===== config.mk =====
export PLATFORM = sky130hd
export DESIGN_NAME = normal_calc
export DESIGN_NICKNAME = d
export VERILOG_FILES = /design/src/logic/shade_pkg.sv /design/src/logic/normal_calc.sv
export SDC_FILE = /design/constraint.sdc
export NUM_CORES = 2
export LEC_CHECK = 0
export BUFFER_PORTS_ARGS = -buffer_cell sky130_fd_sc_hd__buf_2
export CORE_UTILIZATION = 40
export CTS_CLUSTER_DIAMETER = 200
export CTS_CLUSTER_SIZE = 40
export DETAILED_ROUTE_END_ITERATION = 7
export PLACE_DENSITY_LB_ADDON = 0.25
export REMOVE_ABC_BUFFERS = 1
export SYNTH_ARGS = -nofsm -noshare
export SYNTH_HDL_FRONTEND = slang
export SYNTH_SLANG_ARGS = --single-unit
export TNS_END_PERCENT = 50

===== constraint.sdc =====
create_clock -name clk -period 7.1 [get_ports clk]
set_input_delay 0 -clock clk [delete_from_list [all_inputs] [get_ports clk]]
set_output_delay 0 -clock clk [all_outputs]
set_load 0.05 [all_outputs]

===== src/logic/shade_pkg.sv =====
package shade_pkg;

    localparam int coord_w     = 12; // vertex coordinate
    localparam int edge_w      = 13; // difference of two coordinates
    localparam int norm_w      = 27; // difference of two edge products
    localparam int mag_w       = 56; // sum of three squared normal components
    localparam int fifo_depth  = 8;
    localparam int index_w     = 5;  // shade index 0..16
    localparam int shade_steps = 5;  // one quotient bit per divide cycle

    typedef logic signed [coord_w-1:0] coord_t;
    typedef logic signed [edge_w-1:0]  edge_t;
    typedef logic signed [norm_w-1:0]  norm_t;
    typedef logic [mag_w-1:0]          mag_t;
    typedef logic [index_w-1:0]        index_t;
    typedef logic [7:0]                color_t;

    typedef struct packed {
        coord_t x;
        coord_t y;
        coord_t z;
    } vertex_t;

    typedef struct packed {
        vertex_t v0;
        vertex_t v1;
        vertex_t v2;
    } triangle_t;

    typedef struct packed {
        norm_t nx;
        norm_t ny;
        norm_t nz;
    } normal_t;

    typedef enum logic [2:0] {
        idle,
        square,
        sum,
        divide,
        lookup
    } shade_state_t;

    localparam color_t color_back = 8'd255; // facing away from the viewer

    // grey level per floor(16 * cos^2), brightness falls off roughly linearly
    localparam color_t color_table [0:16] = '{
        8'd0,   8'd20,  8'd40,  8'd60,
        8'd78,  8'd96,  8'd114, 8'd130,
        8'd146, 8'd162, 8'd178, 8'd194,
        8'd210, 8'd226, 8'd242,
        8'd255, 8'd255  // top two saturate at 8 bits
    };

endpackage


===== src/logic/normal_calc.sv =====
`timescale 1ns/100ps

module normal_calc import shade_pkg::*; (
    input  logic      clk,
    input  logic      rst_in,
    input  logic      tri_valid,
    input  triangle_t triangle,
    output logic      norm_valid,
    output normal_t   norm
);

    // edge vectors a = v1 - v0 and b = v2 - v0
    edge_t ax;
    edge_t ay;
    edge_t az;
    edge_t bx;
    edge_t by;
    edge_t bz;
    logic  edge_valid;

    // valid bits follow the two data stages
    always_ff @(posedge clk) begin
        if (rst_in) begin
            edge_valid <= 1'b0;
            norm_valid <= 1'b0;
        end else begin
            edge_valid <= tri_valid;
            norm_valid <= edge_valid;
        end
    end

    // stage one, one extra bit keeps the differences exact
    always_ff @(posedge clk) begin
        if (tri_valid) begin
            ax <= edge_t'(triangle.v1.x) - edge_t'(triangle.v0.x);
            ay <= edge_t'(triangle.v1.y) - edge_t'(triangle.v0.y);
            az <= edge_t'(triangle.v1.z) - edge_t'(triangle.v0.z);
            bx <= edge_t'(triangle.v2.x) - edge_t'(triangle.v0.x);
            by <= edge_t'(triangle.v2.y) - edge_t'(triangle.v0.y);
            bz <= edge_t'(triangle.v2.z) - edge_t'(triangle.v0.z);
        end
    end

    // stage two, n = a x b
    // each product fits in 26 bits, so the difference fits norm_t
    always_ff @(posedge clk) begin
        if (edge_valid) begin
            norm.nx <= norm_t'(ay) * norm_t'(bz) - norm_t'(az) * norm_t'(by);
            norm.ny <= norm_t'(az) * norm_t'(bx) - norm_t'(ax) * norm_t'(bz);
            norm.nz <= norm_t'(ax) * norm_t'(by) - norm_t'(ay) * norm_t'(bx);
        end
    end

endmodule


==> run summary <==
The slowest cell on the critical path was sky130_fd_sc_hd__edfxtp_1. The root buffer cell chosen for the clock tree is sky130_fd_sc_hd__clkbuf_16. For the weighted congestion reported at the end of routability-driven placement, the log shows 0.907. The detailed router finished its first iteration with 1949 violations. The clock sink count was 161; the number of nets in the layout was 7133. The via count of the first global-routing pass is 35800, and the total number of vias is 33500. The maximum net fanout on the critical path works out to 13. The tools report the final count of hold timing violations as 0. The total count of max-transition violations in the final report was 0. The synthesized instance count was 5011. The length of the first detailed-routing pass in iterations came out at 6. The floorplan step set the die height to 352 µm. The worst path uses 97.0% of the clock period.

Measured along the x axis, the die boundary spans 352 µm. The worst-margin pin slew was 0.936 ns; the worst endpoint data arrival time was 7.20 ns. For this run, the total global-route usage over all layers was measured as 22.8%. After detailed placement, the total cell area comes to 53700 µm². On the final layout, the worst clock skew is 0.0289 ns. The final antenna-violating net count is 0.

The class of the tightest hold or removal check was primary input to register. The critical path goes through buf_6 > buf_4 > and2_1 > fa_1 > fa_1 > inv_1 > fa_1 > fa_1 > inv_1 > fa_1 > fa_1 > inv_1 > fa_1 > inv_1 > ha_1 > and3_1 > nand2b_1 > o21ba_4 > a31oi_1 > buf_4 > a211o_1 > a21oi_2 > xnor2_1. The initial utilization of the core area, before any placement, comes to 40.6%. The area growth from synthesis to layout came out at 13.7%.

Dividing the detail-routed via count by the number of cells gives 4.75. After synthesis, the netlist uses 56 different library cells. The routed wire length is 132000 µm, and the clock-pin slew reported for the worst setup and hold paths after clock tree synthesis is 0.10 ns. Fill cells in the final layout number 11500. For this run, asynchronously set or reset flops after synthesis account for 0%.

The first global-routing pass estimated 209000 µm of wire. Static timing analysis puts the maximum clock frequency at 145 MHz. The footprint of the multi-input gates came out at 38400 µm². The worst pin sits at a relative slew slack of 37.6%. The number of buffers inserted by port buffering is 192, and the number of buffers created by CTS is 17. The logs give -0.0269 ns for the pre-CTS worst setup slack and 0 ns for the final total negative setup slack.

For the setup slack of the critical path after layout, the log shows 0.211 ns. The tools report the nature of the critical path startpoint as a register. TritonCTS built the clock tree.

Cells with a size suffix above 1 make up 10.1% of the layout. In the routed design, unresolved DRC markers number 0. The average size of a mapped cell works out to 9.77 µm².

Entering global routing, the biggest net connects 54 pins. After floorplanning, the core was divided into 127 placement rows. The run gives 4820 µm² as the sequential cell area.

During synthesis, Yosys emitted a total of 0 warnings. The final design instance area without fill was 55700 µm²; the residual overflow from global routing was 0. Total setup violations reported at the end of the flow: 0. The mapped netlist covers 49000 µm². The kind of end point of the critical path was a register. At the later pin of the worst-skew pair, clock insertion delay measures 0.57 ns. Among all flip-flop cells after synthesis, the most frequent one is sky130_fd_sc_hd__edfxtp_1.

Required arrival time at the worst endpoint: 7.41 ns. After detailed routing, the average wire length per cell comes to 18.7 µm. The share of the Yosys chip area taken by registers is 9.83%. In this run the number of H-tree levels came out at 4. The max capacitance violation total is 0, and the floorplan die area is 124000 µm². Detailed placement finished with a half-perimeter wire length of 110000 µm. The synthesized design contains 161 register bits.

The most numerous cell type found on the critical path is sky130_fd_sc_hd__fa_1. During I/O placement, the number of pins put on the boundary was 193. The worst path in the final design needs a cycle of 6.89 ns, including I/O delays and setup.

Counting flops with a built-in enable in the synthesized netlist gives 159. The run finished with clean final reports. The category of the most critical setup path was register to register. The maximum buffer depth of the clock tree is 2, and the area of the core is 121000 µm². The run gives 0.0486 ns as the worst hold margin.

Number of antenna violations at the first check in global routing: 4. On the worst path, the slowest cell contributes a delay of 0.52 ns.
==> timing repair <==
action                                 4_1_cts  5_1_grt
setup endpoints to repair                    2       15
endpoints found under the hold margin       77        0
gates cloned                                 0        1
pin swaps                                    0       15
gates resized for setup                      2       36
setup buffers                                0       38
hold buffers                                80        0
==> worst max-delay path: cells and delay by family (launching register included) <==
| family | cells | cell delay [ns] |
|---|---|---|
| buf+inv | 7 | 0.83 |
| flops | 1 | 0.52 |
| fa+ha+maj | 8 | 3.87 |
| simple gates | 3 | 0.67 |
| compound gates | 4 | 0.63 |
| xor+xnor | 1 | 0.12 |
==> area by class of cell <==
class	count	share of cell area [%]
Inverter	1410	9.51
Tap cell	1612	3.62
Clock buffer	18	0.771
Sequential cell	161	8.66
Timing Repair Buffer	555	8.14
Multi-Input combinational cell	3281	69.0
Antenna cell	3	0.0135
Clock inverter	14	0.283
==> stage by stage <==
step / util [%] / std cells
6_report: 46.2 / 7054
2_1_floorplan: - / 4852
3_5_place_dp: 44.5 / 6900
4_1_cts: 45.7 / 7012
3_3_place_gp: 44.5 / 6900
5_1_grt: 46.1 / 7051
==> placed cells by master, fill, tap and decap left out, types with 6 or more instances in the layout <==
master                          instances
sky130_fd_sc_hd__inv_1               1407
sky130_fd_sc_hd__fa_1                1160
sky130_fd_sc_hd__and2_1               585
sky130_fd_sc_hd__ha_1                 428
sky130_fd_sc_hd__nand2_1              411
sky130_fd_sc_hd__buf_4                227
sky130_fd_sc_hd__buf_2                192
sky130_fd_sc_hd__edfxtp_1             159
sky130_fd_sc_hd__nor2_1               158
sky130_fd_sc_hd__xnor2_1              108
sky130_fd_sc_hd__dlygate4sd3_1         80
sky130_fd_sc_hd__o21ai_0               77
sky130_fd_sc_hd__a21oi_1               61
sky130_fd_sc_hd__buf_12                49
sky130_fd_sc_hd__xor2_1                37
sky130_fd_sc_hd__a21o_1                33
sky130_fd_sc_hd__a21boi_0              33
sky130_fd_sc_hd__nand2b_1              31
sky130_fd_sc_hd__nor2b_1               27
sky130_fd_sc_hd__clkbuf_16             18
sky130_fd_sc_hd__nor3_1                11
sky130_fd_sc_hd__o21a_1                10
sky130_fd_sc_hd__o21bai_1               8
sky130_fd_sc_hd__nand3_1                8
sky130_fd_sc_hd__or3_1                  7
sky130_fd_sc_hd__fa_2                   7
sky130_fd_sc_hd__o31ai_1                6
sky130_fd_sc_hd__a31oi_1                6
==> synthesized netlist by cell type, types with 3 or more instances <==
library cell / n / area, µm²
sky130_fd_sc_hd__and2_1: 585 / 3660
sky130_fd_sc_hd__o21ai_0: 80 / 400
sky130_fd_sc_hd__a21boi_0: 33 / 248
sky130_fd_sc_hd__a221oi_1: 3 / 26.3
sky130_fd_sc_hd__nand4_1: 4 / 25.0
sky130_fd_sc_hd__o21a_1: 10 / 75.1
sky130_fd_sc_hd__nor3_1: 11 / 55.1
sky130_fd_sc_hd__inv_1: 1408 / 5290
sky130_fd_sc_hd__fa_1: 1167 / 23400
sky130_fd_sc_hd__a21boi_1: 3 / 22.5
sky130_fd_sc_hd__or2_2: 5 / 31.3
sky130_fd_sc_hd__a31oi_1: 6 / 37.5
sky130_fd_sc_hd__o22ai_1: 3 / 18.8
sky130_fd_sc_hd__a21oi_1: 65 / 325
sky130_fd_sc_hd__and3_1: 5 / 31.3
sky130_fd_sc_hd__nand2_1: 412 / 1550
sky130_fd_sc_hd__or3_1: 7 / 43.8
sky130_fd_sc_hd__nor2b_1: 27 / 169
sky130_fd_sc_hd__ha_1: 429 / 5370
sky130_fd_sc_hd__o21bai_1: 8 / 60.1
sky130_fd_sc_hd__clkbuf_1: 157 / 589
sky130_fd_sc_hd__o31ai_1: 9 / 67.6
sky130_fd_sc_hd__xnor2_1: 110 / 963
sky130_fd_sc_hd__nand3_1: 8 / 40.0
sky130_fd_sc_hd__edfxtp_1: 159 / 4770
sky130_fd_sc_hd__nand2b_1: 31 / 194
sky130_fd_sc_hd__a211oi_1: 3 / 22.5
sky130_fd_sc_hd__xor2_1: 37 / 324
sky130_fd_sc_hd__a21o_1: 33 / 248
sky130_fd_sc_hd__nor2_1: 159 / 597
==> sequential cells by signal, indices dropped and copies added (netlist names) <==
register,cells
ay,13
bz,13
norm_valid,1
norm,81
ax,13
by,13
edge_valid,1
bx,13
az,13
==> path summary, 6_finish.rpt <==
kind,end,from,slack (ns),cells after the start
setup reg to reg,norm[26]$_DFFE_PP_,by[8]$_DFFE_PP_,0.21,23
hold / removal,ay[1]$_DFFE_PP_,triangle[49],0.05,4
setup / recovery,norm[26]$_DFFE_PP_,by[8]$_DFFE_PP_,0.21,23
hold reg to reg,norm[24]$_DFFE_PP_,edge_valid$_SDFF_PP0_,0.82,0
==> layer usage <==
metal	wire (µm)	GRT usage, %	part of all wire (%)
met5	24	0	0.018
met4	2680	5.28	2.0
met3	7780	3.61	5.9
met2	62400	37.1	47
met1	58800	31.8	45
==> kinds of logic (layout without fill, tap and decap cells) <==
family / count (synthesis) / after routing / share of synthesized area, %
adders and majority gates: 1596 / 1596 / 58.7
and+or+nand+nor: 1260 / 1260 / 13.2
other: 0 / 3 / 0
xor gates and xnor gates: 147 / 147 / 2.63
DFF: 161 / 161 / 9.83
AOI/OAI and AO/OA: 278 / 278 / 3.67
buffers and inverters: 1569 / 1997 / 12.0
Power is not shown: default switching activity piles up to over one toggle a cycle in this logic, so the estimate is an artifact.
