===== config.mk =====
export PLATFORM = sky130hd
export DESIGN_NAME = normal_fifo
export DESIGN_NICKNAME = d
export VERILOG_FILES = /design/src/logic/shade_pkg.sv /design/src/logic/normal_fifo.sv
export SDC_FILE = /design/constraint.sdc
export NUM_CORES = 1
export LEC_CHECK = 0
export ABC_AREA = 1
export ABC_CLOCK_PERIOD_IN_PS = 15300
export BUFFER_PORTS_ARGS = -buffer_cell sky130_fd_sc_hd__clkbuf_2
export CELL_PAD_IN_SITES_DETAIL_PLACEMENT = 0
export CELL_PAD_IN_SITES_GLOBAL_PLACEMENT = 1
export CORE_MARGIN = 2
export CORE_UTILIZATION = 56
export CTS_BUF_LIST = sky130_fd_sc_hd__clkbuf_8
export DETAILED_ROUTE_END_ITERATION = 16
export PLACE_DENSITY = 0.87
export SLEW_MARGIN = 20
export SYNTH_ARGS = -nofsm -noshare
export SYNTH_HDL_FRONTEND = slang
export SYNTH_SLANG_ARGS = --single-unit

===== constraint.sdc =====
create_clock -name clk -period 15.3 [get_ports clk]
set_input_delay 0.765 -clock clk [delete_from_list [all_inputs] [get_ports clk]]
set_output_delay 0.765 -clock clk [all_outputs]
set_load 0.005 [all_outputs]

===== src/logic/shade_pkg.sv =====
package shade_pkg;

    localparam int coord_w     = 12; // vertex coordinate
    localparam int edge_w      = 13; // difference of two coordinates
    localparam int norm_w      = 27; // difference of two edge products
    localparam int mag_w       = 56; // sum of three squared normal components
    localparam int fifo_depth  = 8;
    localparam int index_w     = 5;  // shade index 0..16
    localparam int shade_steps = 5;  // one quotient bit per divide cycle

    typedef logic signed [coord_w-1:0] coord_t;
    typedef logic signed [edge_w-1:0]  edge_t;
    typedef logic signed [norm_w-1:0]  norm_t;
    typedef logic [mag_w-1:0]          mag_t;
    typedef logic [index_w-1:0]        index_t;
    typedef logic [7:0]                color_t;

    typedef struct packed {
        coord_t x;
        coord_t y;
        coord_t z;
    } vertex_t;

    typedef struct packed {
        vertex_t v0;
        vertex_t v1;
        vertex_t v2;
    } triangle_t;

    typedef struct packed {
        norm_t nx;
        norm_t ny;
        norm_t nz;
    } normal_t;

    typedef enum logic [2:0] {
        idle,
        square,
        sum,
        divide,
        lookup
    } shade_state_t;

    localparam color_t color_back = 8'd255; // facing away from the viewer

    // grey level per floor(16 * cos^2), brightness falls off roughly linearly
    localparam color_t color_table [0:16] = '{
        8'd0,   8'd20,  8'd40,  8'd60,
        8'd78,  8'd96,  8'd114, 8'd130,
        8'd146, 8'd162, 8'd178, 8'd194,
        8'd210, 8'd226, 8'd242,
        8'd255, 8'd255  // top two saturate at 8 bits
    };

endpackage


===== src/logic/normal_fifo.sv =====
`timescale 1ns/100ps

module normal_fifo import shade_pkg::*; (
    input  logic    clk,
    input  logic    rst_in,
    input  logic    norm_valid,
    input  normal_t norm,
    input  logic    pop,
    output logic    empty,
    output normal_t head,
    output logic    overflow
);

    typedef logic [$clog2(fifo_depth)-1:0] ptr_t;
    typedef logic [$clog2(fifo_depth):0]   count_t;

    normal_t mem [fifo_depth];
    ptr_t    wr_ptr;
    ptr_t    rd_ptr;
    count_t  count;
    logic    full;
    logic    wr_en;

    assign empty = (count == '0);
    assign full  = (count == count_t'(fifo_depth));
    assign wr_en = norm_valid && (!full || pop); // a pop frees the slot this cycle
    assign head  = mem[rd_ptr];

    always_ff @(posedge clk) begin
        if (rst_in) begin
            wr_ptr   <= '0;
            rd_ptr   <= '0;
            count    <= '0;
            overflow <= 1'b0;
        end else begin
            overflow <= norm_valid && !wr_en; // normal lost
            if (wr_en)
                wr_ptr <= (wr_ptr == ptr_t'(fifo_depth - 1)) ? '0 : wr_ptr + 1'b1;
            if (pop)
                rd_ptr <= (rd_ptr == ptr_t'(fifo_depth - 1)) ? '0 : rd_ptr + 1'b1;
            case ({wr_en, pop})
                2'b10:   count <= count + 1'b1;
                2'b01:   count <= count - 1'b1;
                default: ; // both or neither, level unchanged
            endcase
        end
    end

    always_ff @(posedge clk) begin
        if (wr_en)
            mem[wr_ptr] <= norm;
    end

endmodule


==> results of run 1 <==
## path summary, 6_finish.rpt
kind,startpoint,to,slack [ps]
worst min-delay path,norm[25],mem[0][25]$_DFFE_PP_,360
worst max-delay path,flip-flop,head[62],10690
worst min register to register,wr_ptr[0]$_SDFFE_PP0P_,wr_ptr[0]$_SDFFE_PP0P_,540
worst max register to register,count[1]$_SDFFE_PP0P_,mem[6][53]$_DFFE_PP_,12830
## critical path, delay by kind of cell (launching register included)
| family | cells | cell delay, ps |
|---|---|---|
| buffers and inverters | 3 | 1630 |
| flip-flops | 1 | 810 |
| AO/OA/AOI/OAI | 2 | 430 |
| AND/OR/NAND/NOR | 2 | 220 |
## Yosys cell counts (all sizes together)
| library cell | count |
|---|---|
| edfxtp | 648 |
| nor2 | 348 |
| o21ai | 328 |
| nand2 | 276 |
| o22ai | 162 |
| buf | 68 |
| clkbuf | 55 |
| inv | 20 |
| dfxtp | 14 |
| nand3 | 11 |
| a21oi | 6 |
| ha | 5 |
| nor3 | 2 |
| or2 | 1 |
## through the flow
step	util (%)	setup WS, ps	power (mW)	instance area (sq um)
2_1_floorplan	-	10060	2.32	25800
3_3_place_gp	59.0	11480	2.43	26800
3_5_place_dp	59.0	11380	2.45	26800
4_1_cts	63.0	10670	3.74	28700
5_1_grt	63.1	10370	3.87	28700
6_report	63.1	10690	3.72	28700
## per-layer routing
layer  wire [um]  up-vias
met5          46        -
met4        1300        8
li1            -     7476
met1       23200     7778
met3        4590      109
met2       27000      604
## layout make-up
cell class / count / area (sq um) / share of cell area, %
sequential: 662 / 19800 / 68.9
multi-input combinational: 1139 / 5220 / 18.2
clock buffer: 108 / 1490 / 5.18
timing repair buffer: 191 / 1020 / 3.56
tap: 600 / 751 / 2.62
clock inverter: 76 / 349 / 1.22
inverter: 20 / 93.8 / 0.327
antenna: 4 / 10.0 / 0.0349
## flip-flops by register name, summed over array words and instances, names as in the netlist, named ones only
name      cells
mem         648
count         4
rd_ptr        3
overflow      1
wr_ptr        3
## kinds of logic (layout without fill, tap and decap cells)
kind of cell / Yosys count / after routing / share of synthesized area [%]
flip-flops: 662 / 662 / 76.5
AND/OR/NAND/NOR: 638 / 638 / 9.35
AO/OA/AOI/OAI: 496 / 496 / 10.4
buffers and inverters: 143 / 395 / 3.51
adder cells (fa/ha/maj): 5 / 5 / 0.242
other: 0 / 4 / 0
## power by group through the flow
stage               Clock [mW]  Combinational (mW)  Sequential, mW
detailed placement           0               0.332            2.11
floorplan                    0               0.213            2.11
CTS                       1.33               0.333            2.08
global route              1.42               0.371            2.08
global placement             0               0.323            2.11
finish                    1.31               0.330            2.08
==> results_dict.tcl, run 1 <==
set metrics [dict create \
    period_minus_slack_ps 4610 \
    numPlacedInstances 2612 \
    synth_top_cells_by_area "edfxtp_1 75%, o21ai_0 6.1%, nor2_1 5.1%, nand2_1 4.0%, o22ai_1 3.9%" \
    clkSinkCount 662 \
    startpoint_type "flip-flop" \
    die-width_um 219 \
    most_common_library_cell_in_the_layout_ignoring_fill_and_taps "edfxtp_1" \
    syn_to_final_growth_pct 11.1 \
    worstRegToRegCells 6 \
    drt_wl_total_um 56200 \
    ys_types 23 \
    fmax_mhz 217 \
    post_cts.resized_instances 0 \
    power.density_cell_area_nw_per_um2 130 \
    final_layout_size_suffix_gt1_share_pct 15.3 \
    setup-tns-final_ps 0 \
    clk_latency_ps 670 \
    synthDominantCellAreaShare_pct 75.4 \
    syn_area_sq_um 25800 \
    hold-path-cell-count 1 \
    detailroute.via_count 16000 \
    synth_area_leader_cell "edfxtp_1" \
    pwr-share-comb_pct 8.9 \
    critical_path.max_stage_delay_ps 810 \
    leakagePower_nw 10.1 \
    tightest_hold_check_type "primary input to flip-flop" \
    timing.clock.skew_ps 25.4 \
    run_status "finished clean" \
    viasPerCell 5.71 \
    number_of_buffers_added_by_the_clock_tree_synthesis_step 101 \
    cts.htree.levels 3 \
    syn_avg_cell_area_sq_um 13.3 \
    mapped_cells 1944 \
    synth-warning-count 0 \
    grt_use_total_pct 23.6 \
    portBuffers 167 \
    grt_overflow_total 0 \
    dieHeight_um 219 \
    cts_tree "done" \
    clock_tree.root_cell "clkbuf_8" \
    most-common-layout-cells "648 x edfxtp_1, 340 x nor2_1, 314 x o21ai_0" \
    cpMaxStageDelayCell "dfxtp_4" \
    hold_viol 0 \
    path_max_fanout 88 \
    grt.met1_usage_pct 31.1 \
    timing.critical_path.required_ps 14530 \
    finalNetCount 2205 \
    crit_path_cell_trace "buf_4 > buf_4 > o21ai_0 > o22ai_1 > nand2_1 > nand2_1 > clkbuf_2" \
    clk_path_buf_depth 3 \
    hpwl_um 27900 \
    grt_pass1_vias 15800 \
    wire_length_of_the_first_global_routing_pass_um 85800 \
    placer_s_final_routability_congestion_estimate 0.768 \
    std_cell_rows 78 \
    hold_buffer_count_at_cts 0 \
    total_nets_after_synthesis 2034 \
    power.share.sequential_pct 55.8 \
    fin_cells 2800 \
    final-max-slew-violation-count 0 \
    critPathArrivalTime_ps 3850 \
    rsz0062_at_grt "false" \
    detail_route.first_pass.iterations 7 \
    wl_per_cell_um 20.1 \
    postRouteAntennaNets 0 \
    cts.clk_slew.worst_paths_ps 60 \
    grt_busiest_layer "met2" \
    critical_path_class "flip-flop to output pin" \
    net-switching-power_mw 0.900 \
    post_cts.repair.setup_buffers 0 \
    power_switching_share_pct 24.2 \
    max-vdd-ir-drop_v 0.0000655 \
    fin_worst_hold_slack_ps 363 \
    groute.layer.met3.usage_pct 5.48 \
    coreArea_sq_um 45500 \
    clockPowerShare_pct 35.3 \
    ys_seq_elements 662 \
    io-pin-count 168 \
    seq_area_frac_synth_pct 76.5 \
    nFillCells 3389 \
    max-slew-margin-rel_pct 33.8 \
    endpoint_kind "output pin" \
    timing_worst_slew_pin_value_ps 993 \
    initialDrtViolationCount 1347 \
    setup_viol 0 \
    initial_standard_cell_utilization_of_the_core_pct 56.7 \
    drv_cap 0 \
    timing.final.crit_share_pct 30.2 \
    die-area_sq_um 47800 \
    use_met2_pct 38.5 \
    drt_drc_violations_left 0 \
    antenna_found_initial 7 \
    maximum_number_of_pins_on_one_net_before_global_route_repair 209 \
    cellInternalPower_mw 2.82 \
]
Power figures use the tool's default switching activity.
==> inputs of run 2 (changes only) <==
Settings changed: ABC_CLOCK_PERIOD_IN_PS 15300 to 4100, CORE_UTILIZATION 56 to 47, PLACE_DENSITY 0.87 to 0.78.
Clock period 15.3 ns to 4.1 ns, I/O delays scaled along.
==> results_dict.tcl, run 2 (synthesis results as in run 1) <==
set metrics [dict create \
    post-layout-total-power_mw 14.1 \
    critical_path_class "flip-flop to output pin" \
    clk_latency_ps 680 \
    power.density_cell_area_nw_per_um2 471 \
    grt_overflow_total 0 \
    reg2reg_setup_slack_ps 1510 \
    run_status "finished clean" \
    crit_path_cell_trace "inv_12 > buf_4 > nor2_1 > o22ai_1 > nand2_1 > nand2_1 > clkbuf_2" \
    crit_buf_inv 3 \
    finalNetCount 2295 \
    critical_path.max_stage_delay_ps 490 \
    startpoint_type "flip-flop" \
    tightest_hold_check_type "primary input to flip-flop" \
    detail_route.first_pass.iterations 7 \
    fin_cells 2981 \
    drt_drc_violations_left 0 \
    hold-path-cell-count 2 \
    cts.htree.levels 3 \
    crit-reg2reg-launch "count[0]$_SDFFE_PP0P_" \
    leakagePower_nw 10.6 \
    cts.clk_slew.worst_paths_ps 60 \
    numPlacedInstances 2711 \
    timing.critical_path.required_ps 3890 \
    setup_viol 0 \
    wl_per_cell_um 19.9 \
    drv_cap 0 \
    antenna_found_initial 3 \
    worstHoldEndpoint "mem[0][7]$_DFFE_PP_" \
    detailroute.via_count 16300 \
    setup-tns-final_ps 0 \
    largest_regs "mem x648, count x4" \
    most_common_library_cell_in_the_layout_ignoring_fill_and_taps "edfxtp_1" \
    post_cts.repair.setup_buffers 0 \
    timing_worst_slew_pin_value_ps 976 \
    critPathArrivalTime_ps 2910 \
    hold_viol 0 \
    die-area_sq_um 56800 \
    grt_pass1_vias 16300 \
    max-vdd-ir-drop_v 0.000208 \
    grt_use_total_pct 20.9 \
    path_max_fanout 201 \
    clock_tree.root_cell "clkbuf_8" \
    io-pin-count 168 \
    syn_to_final_growth_pct 15.7 \
    portBuffers 167 \
    std_cell_rows 85 \
    rsz0062_at_grt "false" \
    period_minus_slack_ps 3110 \
    most-common-layout-cells "648 x edfxtp_1, 340 x nor2_1, 314 x o21ai_0" \
    max-slew-margin-rel_pct 34.9 \
    nFillCells 4407 \
    maximum_number_of_pins_on_one_net_before_global_route_repair 202 \
    final_layout_size_suffix_gt1_share_pct 14.3 \
    cpMaxStageDelayCell "buf_4" \
    initialDrtViolationCount 1414 \
    registers.top_by_ff_count "mem" \
    postRouteAntennaNets 0 \
    flip_flop_count_of_the_largest_register_all_copies_and_words_added 648 \
    die-width_um 238 \
    viasPerCell 5.47 \
    hold_path.startpoint "norm[7]" \
    initial_standard_cell_utilization_of_the_core_pct 47.8 \
    coreArea_sq_um 54000 \
    wire_length_of_the_first_global_routing_pass_um 91100 \
    cts_tree "done" \
    timing.critical_path.max_delay_family "buffers and inverters" \
    multi_input_comb_area_sq_um 5220 \
    clkSinkCount 662 \
    timing.clock.skew_ps 22.4 \
    dieHeight_um 238 \
    timing.final.crit_share_pct 76.0 \
    endpoint_kind "output pin" \
    seq_area_sq_um 19800 \
    clk_path_buf_depth 3 \
    drt_wl_total_um 59200 \
    hpwl_um 29500 \
    cp_common_cell "nand2_1" \
    timing.rr.end "mem[4][12]$_DFFE_PP_" \
    final-max-slew-violation-count 0 \
    worstRegToRegCells 6 \
    number_of_buffers_added_by_the_clock_tree_synthesis_step 103 \
    fmax_mhz 321 \
    placer_s_final_routability_congestion_estimate 0.802 \
]
==> run 2: worst register-to-register path, stage by stage (launching register included) <==
cell	delay, ps
dfxtp_1	380
nor2_1	90
nand3_1	140
nand2_1	150
or2_1	380
nor2_4	530
buf_12	510
==> run 2: how the worst max path moves through the flow <==
stage / startpoint / to / slack [ps] / cells after the start
finish: flip-flop / head[44] / 990 / 7
global route: flip-flop / head[51] / 830 / 7
CTS: flip-flop / head[57] / 1050 / 7
detailed placement: pop / mem[4][79]$_DFFE_PP_ / 1490 / 7
global placement: pop / mem[4][79]$_DFFE_PP_ / 1540 / 7
floorplan: count[3]$_SDFFE_PP0P_ / mem[0][0]$_DFFE_PP_ / -710 / 6
==> run 2: per-layer routing <==
metal	vias up	GRT usage, %	routed length (um)
met1	8106	28.2	25900
met3	93	4.14	3540
li1	7657	-	-
met2	462	33.9	28500
met4	0	7.56	1250
met5	-	0	0
==> run 2: final cells by class <==
cell class | instances | area share, %
clock inverters | 71 | 1.12
inverters | 20 | 0.306
clock buffers | 110 | 5.07
multi-input cells | 1139 | 17.5
well taps | 696 | 2.92
repair buffers | 279 | 6.88
diodes | 4 | 0.0335
flip-flops and latches | 662 | 66.2
==> run 2: metrics by stage <==
| step | instance area [sq um] | hold slack, ps | utilization (%) | setup slack [ps] |
|---|---|---|---|---|
| floorplan | 25800 | 274 | - | -711 |
| global placement | 27100 | 472 | 50.2 | 1540 |
| detailed placement | 27100 | 471 | 50.2 | 1490 |
| CTS | 29800 | 267 | 55.2 | 1050 |
| global route | 29800 | 334 | 55.2 | 828 |
| finish | 29800 | 356 | 55.2 | 985 |
==> run 2: report_power, final <==
part / switching, mW / leakage, nW / internal, mW
registers: 0.0593 / 6.00 / 7.65
clock network: 2.39 / 1.07 / 2.57
logic: 0.925 / 3.52 / 0.453
total: 3.37 / 10.6 / 10.7
==> run 2: repair_timing <==
item,4_1_cts,5_1_grt
gates resized for setup,0,0
hold endpoints to repair,662,0
hold buffers,85,0
==> inputs of run 3 (changes only) <==
Settings changed: ABC_CLOCK_PERIOD_IN_PS 4100 to 2600.
Clock period 4.1 ns to 2.6 ns, I/O delays scaled along.
==> results_dict.tcl, run 3 (synthesis results as in run 1) <==
set metrics [dict create \
    run_status "finished clean" \
    std_cell_rows 85 \
    dieHeight_um 238 \
    timing_worst_slew_pin_value_ps 448 \
    postRouteAntennaNets 0 \
    endpoint_kind "output pin" \
    most_common_library_cell_in_the_layout_ignoring_fill_and_taps "edfxtp_1" \
    power.density_cell_area_nw_per_um2 748 \
    die-width_um 238 \
    hpwl_um 31100 \
    fmax_mhz 391 \
    drt_wl_total_um 61400 \
    critical_path_class "flip-flop to output pin" \
    coreArea_sq_um 54000 \
    flip_flop_count_of_the_largest_register_all_copies_and_words_added 648 \
    path_max_fanout 34 \
    syn_to_final_growth_pct 17.5 \
    drt_drc_violations_left 0 \
    crit_path_cell_trace "buf_4 > buf_4 > o21ai_0 > o22ai_1 > nand2_1 > nand2_1 > clkbuf_2" \
    critPathArrivalTime_ps 2430 \
    grt_pass1_vias 16300 \
    final-max-slew-violation-count 0 \
    tightest_hold_check_type "primary input to flip-flop" \
    wire_length_of_the_first_global_routing_pass_um 90600 \
    detail_route.first_pass.iterations 5 \
    placer_s_final_routability_congestion_estimate 0.768 \
    wl_per_cell_um 20.4 \
    cts_tree "done" \
    crit_buf_inv 3 \
    most-common-layout-cells "648 x edfxtp_1, 340 x nor2_1, 304 x o21ai_0" \
    maximum_number_of_pins_on_one_net_before_global_route_repair 159 \
    rsz0062_at_grt "true" \
    max-vdd-ir-drop_v 0.000352 \
    antenna_found_initial 6 \
    clkSinkCount 662 \
    clk_latency_ps 700 \
    startpoint_type "flip-flop" \
    drv_cap 0 \
    cpMaxStageDelayCell "dfxtp_4" \
    period_minus_slack_ps 2560 \
    setup-tns-final_ps 0 \
    die-area_sq_um 56800 \
    setup_viol 0 \
    timing.final.crit_share_pct 98.4 \
    registers.top_by_ff_count "mem" \
    timing.critical_path.max_delay_family "buffers and inverters" \
    power_switching_share_pct 24.4 \
    critical_path.max_stage_delay_ps 480 \
    final_layout_size_suffix_gt1_share_pct 15.4 \
    initialDrtViolationCount 1474 \
    leakagePower_nw 10.8 \
    hold_viol 0 \
    number_of_buffers_added_by_the_clock_tree_synthesis_step 103 \
    io-pin-count 168 \
    net-switching-power_mw 5.54 \
    finalNetCount 2314 \
    cts.htree.levels 3 \
    cellInternalPower_mw 17.1 \
    pwr-share-comb_pct 10.1 \
    max-slew-margin-rel_pct 70.1 \
    clock_tree.root_cell "clkbuf_8" \
    final_design_area_no_fill_sq_um 30300 \
    detailroute.via_count 16600 \
    portBuffers 167 \
    power.share.sequential_pct 53.6 \
    cts.clk_slew.worst_paths_ps 60 \
    timing.clock.skew_ps 36.5 \
    clockPowerShare_pct 36.3 \
    clk_path_buf_depth 3 \
    postPlaceCellArea_sq_um 27400 \
    viasPerCell 5.52 \
    grt_use_total_pct 20.7 \
    timing.critical_path.required_ps 2470 \
    grt_overflow_total 0 \
    initial_standard_cell_utilization_of_the_core_pct 47.8 \
    largest_regs "mem x648, count x4" \
]
run 3: changes by cell type in the layout (fill, tap and decap cells not counted), sizes merged:
cell and delta:
buf +15, bufinv +3, clkinv +15, clkinvlp +2, diode -1, inv -10
run 3: worst min-delay path, delay by kind of cell:
kind | cells | cell delay (ps)
AOI/OAI and AO/OA | 1 | 50
buffers and inverters | 2 | 710
run 3: stage by stage:
| stage | total power [mW] | util (%) | cells | hold slack [ps] | setup slack, ps |
|---|---|---|---|---|---|
| 2_1_floorplan | 13.6 | - | 1944 | 199 | -883 |
| 3_3_place_gp | 14.5 | 50.7 | 2724 | 394 | 571 |
| 3_5_place_dp | 14.5 | 50.7 | 2724 | 409 | 537 |
| 4_1_cts | 22.8 | 55.9 | 2996 | 188 | -10.3 |
| 5_1_grt | 23.6 | 56.1 | 3004 | 240 | -54.6 |
| 6_report | 22.7 | 56.1 | 3005 | 248 | 41.9 |
run 3: power groups by stage:
stage                     logic [mW]  clock network [mW]  registers (mW)
final                           2.30                8.23            12.2
after global routing            2.53                8.85            12.2
after CTS                       2.25                8.38            12.2
after detailed placement        2.13                   0            12.4
after global placement          2.08                   0            12.4
after floorplan                 1.26                   0            12.4
run 3: area by class of cell:
cell class / count / area, sq um
Antenna cell: 3 / 7.51
Clock buffer: 107 / 1470
Clock inverter: 80 / 460
Fill cell: 4392 / 23700
Inverter: 20 / 105
Multi-Input combinational cell: 1139 / 5220
Sequential cell: 662 / 19800
Tap cell: 696 / 871
Timing Repair Buffer: 297 / 2430
Timing Repair inverter: 1 / 11.3
run 3: final timing paths:
path | startpoint | end | slack (ps) | depth (start not counted)
max | flip-flop | head[65] | 40 | 7
min | rst_in | wr_ptr[0]$_SDFFE_PP0P_ | 250 | 3
max reg2reg | count[3]$_SDFFE_PP0P_ | mem[1][0]$_DFFE_PP_ | 490 | 8
min reg2reg | rd_ptr[1]$_SDFFE_PP0P_ | flip-flop | 540 | 2
run 3: timing repair:
action / in CTS / in global routing
buffers inserted: 0 / 2
setup endpoints to repair: 25 / 70
endpoints found under the hold margin: 662 / 0
resized for setup: 13 / 9
hold buffers: 85 / 0
cloned: 0 / 4
pin swaps: 0 / 0
run 3: layer usage:
| layer | wire length, um | track usage [%] | vias to the layer above |
|---|---|---|---|
| met5 | 13 | 0 | - |
| met4 | 1200 | 6.84 | 2 |
| met3 | 3880 | 3.48 | 94 |
| met2 | 29600 | 33.9 | 582 |
| met1 | 26700 | 28.2 | 8235 |
| li1 | - | - | 7689 |
